$ cat config.mk
export PLATFORM = sky130hd
export DESIGN_NAME = cartDetect
export DESIGN_NICKNAME = d
export VERILOG_FILES = /design/src/hdl/cartDetectPkg.sv /design/src/hdl/cartDetectIfs.sv /design/src/hdl/cartDetect.sv /design/src/hdl/bankClassifier.sv /design/src/hdl/superChipCheck.sv /design/src/hdl/signatureMatcher.sv /design/src/hdl/byteWindow.sv
export VERILOG_INCLUDE_DIRS = /design/src /design/src/include
export SDC_FILE = /design/constraint.sdc
export NUM_CORES = 1
export LEC_CHECK = 0
export ABC_AREA = 1
export BUFFER_PORTS_ARGS = -buffer_cell sky130_fd_sc_hd__buf_2
export CORE_MARGIN = 8
export CORE_UTILIZATION = 56
export DETAILED_ROUTE_END_ITERATION = 10
export PLACE_DENSITY = 0.81
export SETUP_SLACK_MARGIN = 0.02
export SYNTH_ARGS = -nofsm -noshare
export SYNTH_HDL_FRONTEND = slang
export SYNTH_HIERARCHICAL = 1
export SYNTH_SLANG_ARGS = --single-unit
$ cat constraint.sdc
create_clock -name clk -period 2.9 [get_ports clk]
set_input_delay 0.58 -clock clk [delete_from_list [all_inputs] [get_ports clk]]
set_output_delay 0.58 -clock clk [all_outputs]
set_load 0.02 [all_outputs]
$ cat src/include/cartDetect_cfg.svh
`ifndef CART_DETECT_CFG_SVH
`define CART_DETECT_CFG_SVH

// Load bus widths
`define CD_ADDR_W        16
`define CD_DATA_W        8
`define CD_SIZE_W        32

`define CD_WINDOW_BYTES  5         // Longest signature (FE family)
`define CD_SIG_COUNT     31        // Entries in the signature table
`define CD_COUNT_W       2         // Saturating occurrence counter

// SuperChip RAM mirror window, offsets inside a 4K bank
`define CD_SC_HALF       128
`define CD_SC_END        256
`define CD_BANK1_BASE    4096

// Cartridge size thresholds in bytes
`define CD_SIZE_2K       32'h0000_0800
`define CD_SIZE_4K       32'h0000_1000
`define CD_SIZE_8K       32'h0000_2000
`define CD_SIZE_12K      32'h0000_3000
`define CD_SIZE_16K      32'h0000_4000
`define CD_SIZE_32K      32'h0000_8000
`define CD_SIZE_64K      32'h0001_0000

`define CD_BANK_CODE_W   4

`endif
$ cat src/hdl/cartDetectPkg.sv
`default_nettype none

`include "cartDetect_cfg.svh"

package cartDetectPkg;

	// ------------------------------------------------------------------------
	// Signature families
	// ------------------------------------------------------------------------
	localparam int FAM_3F = 0;
	localparam int FAM_E0 = 1;
	localparam int FAM_E7 = 2;
	localparam int FAM_FE = 3;
	localparam int FAM_F8 = 4;    // Only used as a veto on FE
	localparam int FAM_CV = 5;
	localparam int FAM_UA = 6;
	localparam int FAM_COUNT = 7;

	// Signature bytes in stream order, last byte in the low lane
	localparam logic [`CD_WINDOW_BYTES*`CD_DATA_W-1:0] sigBytes [`CD_SIG_COUNT] = '{
		40'h00_0000_853F,                            // STA $3F
		40'h00_008D_E01F, 40'h00_008D_E05F,          // STA $1FE0, STA $5FE0
		40'h00_008D_E9FF, 40'h00_000C_E01F,          // STA $FFE9, NOP $1FE0
		40'h00_00AD_E01F, 40'h00_00AD_E9FF,          // LDA $1FE0, LDA $FFE9
		40'h00_00AD_EDFF, 40'h00_00AD_F3BF,          // LDA $FFED, LDA $BFF3
		40'h00_00AD_E2FF, 40'h00_00AD_E5FF,          // LDA $FFE2, LDA $FFE5
		40'h00_00AD_E51F, 40'h00_00AD_E71F,          // LDA $1FE5, LDA $1FE7
		40'h00_000C_E71F, 40'h00_008D_E7FF,          // NOP $1FE7, STA $FFE7
		40'h00_008D_E71F,                            // STA $1FE7
		40'h00_008D_F91F, 40'h00_008D_F9FF,          // STA $1FF9, STA $FFF9
		40'h20_00D0_C6C5,                            // JSR $D000; DEC $C5
		40'h20_C3F8_A582,                            // JSR $F8C3; LDA $82
		40'hD0_FB20_73FE,                            // BNE; JSR $FE73
		40'h20_00F0_84D6,                            // JSR $F000; STY $D6
		40'h00_009D_FFF3, 40'h00_0099_00F4,          // STA $F3FF,X / STA $F400,Y
		40'h00_008D_4002, 40'h00_00AD_4002,          // STA $240, LDA $240
		40'h00_00BD_1F02, 40'h00_002C_C002,          // LDA $21F,X, BIT $2C0
		40'h00_008D_C002, 40'h00_00AD_C002,          // STA $2C0, LDA $2C0
		40'h00_002C_C00F                             // BIT $FC0
	};

	// Bytes per signature
	localparam logic [2:0] sigLength [`CD_SIG_COUNT] = '{
		3'd2,
		3'd3, 3'd3, 3'd3, 3'd3, 3'd3, 3'd3, 3'd3, 3'd3,
		3'd3, 3'd3, 3'd3, 3'd3, 3'd3, 3'd3, 3'd3,
		3'd3, 3'd3,
		3'd5, 3'd5, 3'd5, 3'd5,
		3'd3, 3'd3,
		3'd3, 3'd3, 3'd3, 3'd3, 3'd3, 3'd3, 3'd3
	};

	// Occurrences before a signature counts as evidence
	localparam logic [`CD_COUNT_W-1:0] sigNeeded [`CD_SIG_COUNT] = '{
		2'd2,
		2'd1, 2'd1, 2'd1, 2'd1, 2'd1, 2'd1, 2'd1, 2'd1,
		2'd1, 2'd1, 2'd1, 2'd1, 2'd1, 2'd1, 2'd1,
		2'd2, 2'd2,
		2'd1, 2'd1, 2'd1, 2'd1,
		2'd1, 2'd1,
		2'd1, 2'd1, 2'd1, 2'd1, 2'd1, 2'd1, 2'd1
	};

	localparam logic [2:0] sigFamily [`CD_SIG_COUNT] = '{
		3'(FAM_3F),
		3'(FAM_E0), 3'(FAM_E0), 3'(FAM_E0), 3'(FAM_E0),
		3'(FAM_E0), 3'(FAM_E0), 3'(FAM_E0), 3'(FAM_E0),
		3'(FAM_E7), 3'(FAM_E7), 3'(FAM_E7), 3'(FAM_E7),
		3'(FAM_E7), 3'(FAM_E7), 3'(FAM_E7),
		3'(FAM_F8), 3'(FAM_F8),
		3'(FAM_FE), 3'(FAM_FE), 3'(FAM_FE), 3'(FAM_FE),
		3'(FAM_CV), 3'(FAM_CV),
		3'(FAM_UA), 3'(FAM_UA), 3'(FAM_UA), 3'(FAM_UA),
		3'(FAM_UA), 3'(FAM_UA), 3'(FAM_UA)
	};

	// ------------------------------------------------------------------------
	// Bankswitch codes as seen by the 2600 core
	// ------------------------------------------------------------------------
	localparam logic [`CD_BANK_CODE_W-1:0] BANK_NONE = 4'd0;
	localparam logic [`CD_BANK_CODE_W-1:0] BANK_F8   = 4'd1;
	localparam logic [`CD_BANK_CODE_W-1:0] BANK_F6   = 4'd2;
	localparam logic [`CD_BANK_CODE_W-1:0] BANK_FE   = 4'd3;
	localparam logic [`CD_BANK_CODE_W-1:0] BANK_E0   = 4'd4;
	localparam logic [`CD_BANK_CODE_W-1:0] BANK_3F   = 4'd5;
	localparam logic [`CD_BANK_CODE_W-1:0] BANK_F4   = 4'd6;
	localparam logic [`CD_BANK_CODE_W-1:0] BANK_FA   = 4'd8;
	localparam logic [`CD_BANK_CODE_W-1:0] BANK_CV   = 4'd9;
	localparam logic [`CD_BANK_CODE_W-1:0] BANK_2K   = 4'd10;
	localparam logic [`CD_BANK_CODE_W-1:0] BANK_UA   = 4'd11;
	localparam logic [`CD_BANK_CODE_W-1:0] BANK_E7   = 4'd12;
	localparam logic [`CD_BANK_CODE_W-1:0] BANK_F0   = 4'd13;
	localparam logic [`CD_BANK_CODE_W-1:0] BANK_32   = 4'd14;
	localparam logic [`CD_BANK_CODE_W-1:0] BANK_4K   = 4'd15;

	localparam logic [31:0] CRC32_POLY = 32'h04C1_1DB7;

	// CRC-32 over one byte, MSB first
	function automatic logic [31:0] nextCrc32D8(
		input logic [`CD_DATA_W-1:0] data,
		input logic [31:0] crc
	);
		logic [31:0] c;
		logic fb;
		c = crc;
		for (int i = `CD_DATA_W - 1; i >= 0; i--) begin
			fb = c[31] ^ data[i];
			c = {c[30:0], 1'b0};
			if (fb)
				c = c ^ CRC32_POLY;
		end
		return c;
	endfunction

endpackage

`default_nettype wire

$ cat src/hdl/cartDetectIfs.sv
`default_nettype none

`include "cartDetect_cfg.svh"

// ----------------------------------------------------------------------------
// Byte stream after the window stage
// ----------------------------------------------------------------------------
interface scanBus;
	logic valid;                                              // One cycle per byte
	logic [`CD_ADDR_W-1:0] addr;
	logic [`CD_DATA_W-1:0] data;
	logic restart;                                            // Byte sits at address 0
	logic [`CD_WINDOW_BYTES*`CD_DATA_W-1:0] window;           // Newest byte in low lane

	modport source (output valid, output addr, output data, output restart, output window);
	modport sink (input valid, input addr, input data, input restart, input window);
endinterface

// ----------------------------------------------------------------------------
// Evidence flags collected over one image
// ----------------------------------------------------------------------------
interface evidenceBus;
	logic has3F;
	logic hasE0;
	logic hasE7;
	logic hasFE;    // Already vetoed by F8
	logic hasCV;
	logic hasUA;
	logic hasSc;    // SuperChip mirror seen

	modport matchSide (output has3F, output hasE0, output hasE7, output hasFE,
		output hasCV, output hasUA);
	modport scSide (output hasSc);
	modport classSide (input has3F, input hasE0, input hasE7, input hasFE,
		input hasCV, input hasUA, input hasSc);
endinterface

`default_nettype wire

$ cat src/hdl/cartDetect.sv
`default_nettype none

`include "cartDetect_cfg.svh"

module cartDetect (
	input logic clk,
	input logic reset,
	input logic enable,                              // Loader byte strobe
	input logic [`CD_ADDR_W-1:0] addr,
	input logic [`CD_DATA_W-1:0] data,
	input logic [`CD_SIZE_W-1:0] cartSize,           // Held during a scan
	output logic [`CD_BANK_CODE_W-1:0] bankType,
	output logic superChip
);

	scanBus scan ();
	evidenceBus evidence ();

	// ------------------------------------------------------------------------
	// Stage 1, byte window
	// ------------------------------------------------------------------------
	byteWindow window (
		.clk(clk),
		.reset(reset),
		.enable(enable),
		.addr(addr),
		.data(data),
		.out(scan.source)
	);

	// Stage 2, evidence from signatures and from the RAM mirror
	signatureMatcher matcher (
		.clk(clk),
		.reset(reset),
		.in(scan.sink),
		.evidence(evidence.matchSide)
	);

	superChipCheck scCheck (
		.clk(clk),
		.reset(reset),
		.in(scan.sink),
		.evidence(evidence.scSide)
	);

	// Stage 3, final code
	bankClassifier classifier (
		.clk(clk),
		.reset(reset),
		.cartSize(cartSize),
		.evidence(evidence.classSide),
		.bankType(bankType),
		.superChip(superChip)
	);

endmodule

`default_nettype wire

$ cat src/hdl/bankClassifier.sv
`default_nettype none

`include "cartDetect_cfg.svh"

module bankClassifier (
	input logic clk,
	input logic reset,
	input logic [`CD_SIZE_W-1:0] cartSize,
	evidenceBus.classSide evidence,
	output logic [`CD_BANK_CODE_W-1:0] bankType,
	output logic superChip
);

	logic [`CD_BANK_CODE_W-1:0] typeNext;
	logic scAllowed;    // Only F8, F6 and F4 carts carry SuperChip RAM

	// ------------------------------------------------------------------------
	// First matching rule wins, signatures ahead of plain size
	// ------------------------------------------------------------------------
	always_comb begin
		scAllowed = 1'b0;
		if (evidence.hasFE)
			typeNext = cartDetectPkg::BANK_FE;
		else if (evidence.hasE0 && cartSize == `CD_SIZE_8K)
			typeNext = cartDetectPkg::BANK_E0;
		else if (evidence.has3F && cartSize > `CD_SIZE_4K)
			typeNext = cartDetectPkg::BANK_3F;
		else if (evidence.hasCV)
			typeNext = cartDetectPkg::BANK_CV;
		else if (evidence.hasE7)
			typeNext = cartDetectPkg::BANK_E7;
		else if (evidence.hasUA && cartSize == `CD_SIZE_8K)
			typeNext = cartDetectPkg::BANK_UA;
		else if (cartSize <= `CD_SIZE_2K)
			typeNext = cartDetectPkg::BANK_2K;
		else if (cartSize <= `CD_SIZE_4K)
			typeNext = cartDetectPkg::BANK_4K;    // No banking at all
		else if (cartSize <= `CD_SIZE_8K) begin
			typeNext = cartDetectPkg::BANK_F8;
			scAllowed = 1'b1;
		end else if (cartSize <= `CD_SIZE_12K)
			typeNext = cartDetectPkg::BANK_FA;
		else if (cartSize <= `CD_SIZE_16K) begin
			typeNext = cartDetectPkg::BANK_F6;
			scAllowed = 1'b1;
		end else if (cartSize <= `CD_SIZE_32K) begin
			typeNext = cartDetectPkg::BANK_F4;
			scAllowed = 1'b1;
		end else if (cartSize < `CD_SIZE_64K)
			typeNext = cartDetectPkg::BANK_32;
		else if (cartSize == `CD_SIZE_64K)
			typeNext = cartDetectPkg::BANK_F0;
		else
			typeNext = cartDetectPkg::BANK_NONE;    // Larger than any known scheme
	end

	always_ff @(posedge clk) begin
		if (reset) begin
			bankType <= cartDetectPkg::BANK_NONE;
			superChip <= 1'b0;
		end else begin
			bankType <= typeNext;
			superChip <= scAllowed & evidence.hasSc;
		end
	end

endmodule

`default_nettype wire

$ cat src/hdl/superChipCheck.sv
`default_nettype none

`include "cartDetect_cfg.svh"

module superChipCheck (
	input logic clk,
	input logic reset,
	scanBus.sink in,
	evidenceBus.scSide evidence
);

	localparam logic [`CD_ADDR_W-1:0] Bank1Base = `CD_BANK1_BASE;
	localparam logic [`CD_ADDR_W-1:0] ScHalf = `CD_SC_HALF;
	localparam logic [`CD_ADDR_W-1:0] ScEnd = `CD_SC_END;

	logic [31:0] crcLow;     // Offsets 0 to 127
	logic [31:0] crcHigh;    // Offsets 128 to 255
	logic inBank0;
	logic inRange;
	logic [`CD_ADDR_W-1:0] offset;
	logic crcMatch;

	// ------------------------------------------------------------------------
	// Locate the byte inside the RAM area of bank 0 or bank 1
	// ------------------------------------------------------------------------
	assign inBank0 = (in.addr < Bank1Base);
	assign offset = inBank0 ? in.addr : in.addr - Bank1Base;
	assign inRange = (offset <= ScEnd) &&
		(inBank0 || in.addr < Bank1Base + Bank1Base);    // Only banks 0 and 1
	assign crcMatch = (crcLow == crcHigh);

	always_ff @(posedge clk) begin
		if (reset) begin
			crcLow <= '0;
			crcHigh <= '0;
			evidence.hasSc <= 1'b0;
		end else if (in.valid && inRange) begin
			if (offset == '0) begin
				// Fresh bank, seed both halves
				crcLow <= cartDetectPkg::nextCrc32D8(in.data, '0);
				crcHigh <= '0;
				if (in.restart)
					evidence.hasSc <= 1'b0;
			end else if (offset < ScHalf) begin
				crcLow <= cartDetectPkg::nextCrc32D8(in.data, crcLow);
			end else if (offset < ScEnd) begin
				crcHigh <= cartDetectPkg::nextCrc32D8(in.data, crcHigh);
			end else begin
				// Verdict at offset 256, bank 1 can only confirm bank 0
				if (inBank0)
					evidence.hasSc <= crcMatch;
				else
					evidence.hasSc <= evidence.hasSc & crcMatch;
			end
		end
	end

endmodule

`default_nettype wire

$ cat src/hdl/signatureMatcher.sv
`default_nettype none

`include "cartDetect_cfg.svh"

module signatureMatcher (
	input logic clk,
	input logic reset,
	scanBus.sink in,
	evidenceBus.matchSide evidence
);

	localparam int DataW = `CD_DATA_W;
	localparam int SigCount = `CD_SIG_COUNT;
	localparam logic [`CD_COUNT_W-1:0] CountMax = '1;

	logic [`CD_COUNT_W-1:0] sigCount [SigCount];     // Occurrences so far
	logic [`CD_COUNT_W-1:0] sigNext [SigCount];
	logic [SigCount-1:0] sigHit;                     // Window ends in this signature
	logic [cartDetectPkg::FAM_COUNT-1:0] famNext;

	// ------------------------------------------------------------------------
	// Compare the newest bytes of the window against every table entry
	// ------------------------------------------------------------------------
	always_comb begin
		for (int i = 0; i < SigCount; i++) begin
			sigHit[i] = 1'b1;
			for (int b = 0; b < `CD_WINDOW_BYTES; b++) begin
				if (b < cartDetectPkg::sigLength[i] &&
					in.window[b*DataW +: DataW] != cartDetectPkg::sigBytes[i][b*DataW +: DataW])
					sigHit[i] = 1'b0;
			end
		end
	end

	// Next counter values, restart wipes history first
	always_comb begin
		for (int i = 0; i < SigCount; i++) begin
			sigNext[i] = in.restart ? '0 : sigCount[i];
			if (sigHit[i] && sigNext[i] != CountMax)
				sigNext[i] = sigNext[i] + 1'b1;    // Saturate, only reaching 2 matters
		end
	end

	// Family flag is the OR of its fired signatures
	always_comb begin
		famNext = '0;
		for (int i = 0; i < SigCount; i++) begin
			if (sigNext[i] >= cartDetectPkg::sigNeeded[i])
				famNext[cartDetectPkg::sigFamily[i]] = 1'b1;
		end
	end

	always_ff @(posedge clk) begin
		if (reset) begin
			for (int i = 0; i < SigCount; i++)
				sigCount[i] <= '0;
			evidence.has3F <= 1'b0;
			evidence.hasE0 <= 1'b0;
			evidence.hasE7 <= 1'b0;
			evidence.hasFE <= 1'b0;
			evidence.hasCV <= 1'b0;
			evidence.hasUA <= 1'b0;
		end else if (in.valid) begin
			for (int i = 0; i < SigCount; i++)
				sigCount[i] <= sigNext[i];
			evidence.has3F <= famNext[cartDetectPkg::FAM_3F];
			evidence.hasE0 <= famNext[cartDetectPkg::FAM_E0];
			evidence.hasE7 <= famNext[cartDetectPkg::FAM_E7];
			// A repeated F8 hotspot store means this is not FE
			evidence.hasFE <= famNext[cartDetectPkg::FAM_FE] & ~famNext[cartDetectPkg::FAM_F8];
			evidence.hasCV <= famNext[cartDetectPkg::FAM_CV];
			evidence.hasUA <= famNext[cartDetectPkg::FAM_UA];
		end
	end

endmodule

`default_nettype wire

$ cat src/hdl/byteWindow.sv
`default_nettype none

`include "cartDetect_cfg.svh"

module byteWindow (
	input logic clk,
	input logic reset,
	input logic enable,
	input logic [`CD_ADDR_W-1:0] addr,
	input logic [`CD_DATA_W-1:0] data,
	scanBus.source out
);

	localparam int DataW = `CD_DATA_W;
	localparam int WinW = `CD_WINDOW_BYTES * `CD_DATA_W;

	logic restartNow;

	assign restartNow = (addr == '0);    // Loader always begins an image at 0

	// Control and window history
	always_ff @(posedge clk) begin
		if (reset) begin
			out.valid <= 1'b0;
			out.window <= '0;
		end else begin
			out.valid <= enable;
			if (enable) begin
				// Drop older bytes on a new image so no match straddles two loads
				if (restartNow)
					out.window <= WinW'(data);
				else
					out.window <= {out.window[WinW-DataW-1:0], data};
			end
		end
	end

	// Byte payload, qualified by valid downstream
	always_ff @(posedge clk) begin
		if (enable) begin
			out.addr <= addr;
			out.data <= data;
			out.restart <= restartNow;
		end
	end

endmodule

`default_nettype wire

# Yosys cells after proc, flatten, opt, wreduce, memory -nomap -nowiden
# Memories as Yosys holds them, arrays and structs flattened.
# Index checks and enable logic that the tools add are counted.
[totals] elab_cells=655 latch_bits=0 in_bits=59 mem_bits_ro=0 regBits=142 memories=1 out_inout_bits=5 mem_bits_rw=62
[op_classes] order_cmp=44 div_mod_pow=0 reduce_logical=48 n_bitwise=81 mul=0 n_eq_ne=82 mux=349 add_sub_neg=32 shifts=0
[memory_table] name="matcher.sigCount" words=31 word_bits=2 rd=31 rd_clocked_by_memory_dff=0 write_ports=31 line_no="signatureMatcher.sv:16" rtl="logic [`CD_COUNT_W-1:0] sigCount [SigCount];"
[ops] cell="$mux W32" count=89
[ops] cell="$mux W27" count=24
[ops] cell="$not A14 Y14" count=23
[ops] cell="$ne A8 B8 Y1 const B" count=33
[ops] cell="$mux W2" count=94
[ops] cell="$mux W1" count=127
[ops] cell="$le A32 B14 Y1 const B" count=2
[ops] cell="$ne A2 B2 Y1 const B" count=32
[ops] cell="$add A2 B1 Y2 const B" count=31
[ops] cell="$ge A2 B1 Y1 const B" count=28
[ops] cell="$mux W4" count=11
[ops] cell="$mux W40" count=1
[ops] cell="$logic_and A1 B1 Y1" count=36
[ops] cell="$eq A32 B14 Y1 const B" count=1
[ops] cell="$eq A32 B17 Y1 const B" count=1
[ops] cell="$eq A32 B32 Y1" count=1
[ops] cell="$gt A32 B13 Y1 const B" count=1
[ops] cell="$le A32 B12 Y1 const B" count=1
[ops] cell="$le A32 B13 Y1 const B" count=1
[ops] cell="$le A32 B15 Y1 const B" count=1
[ops] cell="$le A32 B16 Y1 const B" count=1
[ops] cell="$logic_not A16 Y1" count=2
[ops] cell="$lt A32 B17 Y1 const B" count=1
[ops] cell="$ne A8 B6 Y1 const B" count=4
[ops] cell="26 further kinds" count=90

# Logic depth before layout (Yosys ltp)
[depth] ltp_word=55 depth_mapped=18 depth_no_buf=17

# By module
# The synthesis kept the hierarchy.
[modules_own_cells] module="superChipCheck" n_inst=1 area_each_um2=5898.2 seq_area_each_um2=1301.2 cells_per_inst=973
[modules_own_cells] module="signatureMatcher" n_inst=1 area_each_um2=5441.5 seq_area_each_um2=1981.9 cells_per_inst=826
[modules_own_cells] module="byteWindow" n_inst=1 area_each_um2=2270.9 seq_area_each_um2=1571.5 cells_per_inst=220
[modules_own_cells] module="bankClassifier" n_inst=1 area_each_um2=772.0 seq_area_each_um2=100.1 cells_per_inst=149

# Least setup slack after synthesis
# OpenSTA, ideal clock, no wires.
[synth_path] path_type="input-to-reg" from="input port reset" to="memory matcher/sigCount[0][0] (netlist name), enable pin" setup_ns=0.416 t_arrival_ns=2.033 slack_ns=0.451 path_stages=3 required_time_ns=2.484 n_path_buf=1 cell_sequence="buf_4 > nor2_1 > inv_1"
[synth_rtl] element="from (decl)" line_no="cartDetect.sv:7" rtl="input logic reset,"
[synth_rtl] element="to (decl)" line_no="signatureMatcher.sv:16"

# Worst setup path after layout
[layout_path] from="register window.out.addr[12]" to="register scCheck.crcHigh[2]"
[layout_between] elab_chain_cells=6 word_cells_on_any_way=15 cone_classes="add/sub: 1; order compare: 5; eq/ne: 1; mux: 2; reduce/logical: 6"
[layout_rtl] element="from (decl)" line_no="cartDetectIfs.sv:15" rtl="modport source (output valid, output addr, output data, output restart, output window);"
[layout_rtl] element="$sub A16 B13 Y16 / $lt A16 B13 Y1 (equally long branches)" line_no="superChipCheck.sv:27, superChipCheck.sv:26"
[layout_rtl] element="$mux W16" line_no="superChipCheck.sv:27" rtl="assign offset = inBank0 ? in.addr : in.addr - Bank1Base;"
[layout_rtl] element="$le A16 B9 Y1" line_no="superChipCheck.sv:28" rtl="assign inRange = (offset <= ScEnd) &&"
[layout_rtl] element="$logic_and A1 B1 Y1" line_no="superChipCheck.sv:28"
[layout_rtl] element="$logic_and A1 B1 Y1" line_no="superChipCheck.sv:37" rtl="end else if (in.valid && inRange) begin"
[layout_rtl] element="$reduce_and A3 Y1 (no source line)"
[layout_rtl] element="to (signal assigned)" line_no="superChipCheck.sv:47" rtl="crcHigh <= cartDetectPkg::nextCrc32D8(in.data, crcHigh);"
[layout_rtl] element="to (decl)" line_no="superChipCheck.sv:17" rtl="logic [31:0] crcHigh;"
# Parallel ways exist; a longest one is shown, timed or not.
# A chain may end at the register's enable or synchronous reset.

==> impl_metrics.yaml <==
routing:
  drtIter0Drc: 1113
  via_count: 13900
  drtAntennaViolNets: 0
  avgViaCountPerCell: 5.42
  drt_first_pass_iters: 6
  drt-total-wl_um: 39600
  drcViolationCount: 0
  wl_per_cell_um: 15.4
logic_synthesis:
  synth_fa_ha_area_frac: 0.0278
  synth-xor-area-share: 0.0852
  avgSynthCellArea_um2: 6.63
  synth_compound_area_frac: 0.0907
  syn_area_mm2: 0.0144
  synth-simple-area-share: 0.372
  synth.area.mux_share: 0
  yosysSeqAreaShare: 0.344
  synth_top_area_frac: 0.185
  synth_cells: 2168
  syn_nets: 2259
  yosysTopAreaCell: "nand2_1"
  synth.area.top_cells: "nand2_1, edfxtp_1, dfxtp_1"
  ys_types: 46
  synth_seq_cells: 204
  yosysWarningCount: 6
  synth_top_family_by_area: "simple AND/OR/NAND/NOR gates"
timing:
  grt_setup_unrepaired: "false"
  finalClockSkew_ns: 0.0225
  tightest_slew_ns: 0.980
  hold_slack_ns: 0.226
  maxSlewHeadroom: 0.346
  finalHoldViolations: 0
  drv_slew: 0
  finalSetupViolCount: 0
  fin_ws_ns: 0.365
  fmax_ghz: 0.395
  period_needed_ns: 2.53
  finalCritPeriodShare: 0.874
  tns_ns: 0
setup_path:
  slowest_stage: "nor2_4"
  cp_top_family: "simple AND/OR/NAND/NOR gates"
  path_max_fanout: 32
  crit_path_start: "window/out.addr[12]$_DFFE_PP_"
  required_ns: 3.36
  crit_chain: "inv_1 > ha_1 > inv_1 > nor2_1 > o21ai_0 > nand2_1 > nand2_2 > inv_2 > nand3_4 > nor2_4 > o21ai_0 > a21oi_1"
  critPathCaptureType: "register"
  cp-start-kind: "register"
  path_buf_inv: 3
  r2r-start: "window/out.addr[12]$_DFFE_PP_"
  critPathKind: "reg2reg"
  cpPeakStageDelay_ns: 0.61
  worstPathArrival_ns: 2.99
min_path:
  hp-start: "addr[2]"
  min_path_type: "in2reg"
finish:
  multi_input_area_mm2: 0.00828
  drive_gt1_frac: 0.0861
  mostFrequentLayoutCell: "nand2_1"
  n_fill_cell: 2297
  nets: 2302
  stdcell_count: 2563
  post-route-util: 0.622
  final_cell_mix: "nand2_1, nor2_1, inv_1, a21oi_1, nand3_1"
  synthToLayoutAreaGrowth_pct: 8.85
  seqCellArea_mm2: 0.00495
place:
  pre_cts_slack_ns: 0.411
  port_buffers: 63
  dp_hpwl_um: 29000
  placedCellCount: 2515
  gp_congestion: 0.927
power_and_ir_drop:
  ir_drop_mv: 0.364
  pwr-share-comb: 0.181
  clkPwrFrac: 0.376
  p_seq_frac: 0.443
  cellLeakagePower_nw: 7.46
  internal-power_mw: 5.09
  powerDensity_mw_per_mm2: 468
  p_switching_mw: 2.23
  swShare: 0.304
outcome:
  status: "completed"
global_route:
  grt_pass1_wl_um: 64100
  gr-usage-met3: 0.0267
  globalRouteMet1Util: 0.295
  antenna_found_initial: 4
  grt_start_max_net_pins: 99
  grt_pass1_vias: 13300
  overflow: 0
  grt_use_total: 0.248
  top_usage_layer: "met2"
  use_met2: 0.442
floorplan:
  initial_core_util: 0.571
  coreArea_mm2: 0.0252
  fp.dieW_um: 176
  boundaryPins: 64
  fp-row-count: 58
  fp.dieH_um: 176
  die_area_mm2: 0.0311
clock_network:
  clk_pin_slew_ns: 0.06
  clkSinkCount: 204
  ctsHoldBuffers: 0
  cts_resized: 0
  cts_tree: "built"
  cts_buffer_depth: 3
  htreeDepth: 1
  clockRootBuffer: "clkbuf_16"
  insertion_delay_ns: 0.54
  postCtsSetupBuffers: 0
  numCtsBuffers: 24
job:
  maxCapViolCount: 0
## through the flow
step	instance area (µm²)	total power, mW
6_report	15700	7.32
5_1_grt	15700	7.66
4_1_cts	15600	7.35
3_5_place_dp	14900	4.59
3_3_place_gp	14900	4.55
2_1_floorplan	14400	4.24
## final cells by class
cell class              count  share of cell area
well taps                 330              0.0264
clock inverters            15             0.00607
diodes                      4            0.000639
flip-flops and latches    204               0.316
multi-input cells        1688               0.529
repair buffers             77              0.0301
inverters                 216              0.0518
clock buffers              29              0.0396
## path summary, 6_finish.rpt
| check | end | slack [ns] | depth (start not counted) |
|---|---|---|---|
| min reg2reg | matcher/evidence.hasCV$_SDFFE_PP0P_ | 0.46 | 2 |
| max reg2reg | scCheck/crcHigh[2]$_SDFFE_PP0P_ | 0.37 | 12 |
| max | scCheck/crcHigh[2]$_SDFFE_PP0P_ | 0.37 | 12 |
| min | window/out.addr[2]$_DFFE_PP_ | 0.23 | 1 |
## cells by family after synthesis
| group | Yosys count |
|---|---|
| DFF | 204 |
| xor gates and xnor gates | 133 |
| and+or+nand+nor | 1267 |
| AOI/OAI and AO/OA | 256 |
| buffers and inverters | 276 |
| adders and majority gates | 32 |
## power groups by stage
stage | registers (mW) | clock network (mW) | logic, mW
floorplan | 3.25 | 0 | 0.990
global placement | 3.30 | 0 | 1.26
detailed placement | 3.30 | 0 | 1.29
CTS | 3.24 | 2.81 | 1.30
global route | 3.26 | 2.92 | 1.48
finish | 3.24 | 2.75 | 1.32
## cell usage after synthesis (all sizes together)
cell type and count:
a211oi 1, nand3b 13, xor2 88, or2 13, nand4 20, nand2 735, a21o 1, xnor2 45
nor4 1, a21oi 151, nor2 331, edfxtp 87, o21bai 1, nor3b 2, clkbuf 27, and2 1
inv 214, nand3 136, buf 33, dfxtp 117, o21ai 102, clkinv 2, nor3 15, ha 32
## state kept, by name (all words and copies together), names as in the netlist
name / cells
classifier/bankType: 4
classifier/superChip: 1
matcher/evidence.has3F: 1
matcher/evidence.hasCV: 1
matcher/evidence.hasE0: 1
matcher/evidence.hasE7: 1
matcher/evidence.hasFE: 1
matcher/evidence.hasUA: 1
matcher/sigCount: 62
scCheck/crcHigh: 32
scCheck/crcLow: 32
scCheck/evidence.hasSc: 1
window/out.addr: 16
window/out.data: 8
window/out.restart: 1
window/out.valid: 1
window/out.window: 40
## per-layer routing
layer,share of wire,up-vias
met4,0.043,0
met1,0.41,6322
li1,-,6982
met2,0.49,482
met3,0.057,117
met5,0,-
(Power assumes the default switching activity.)
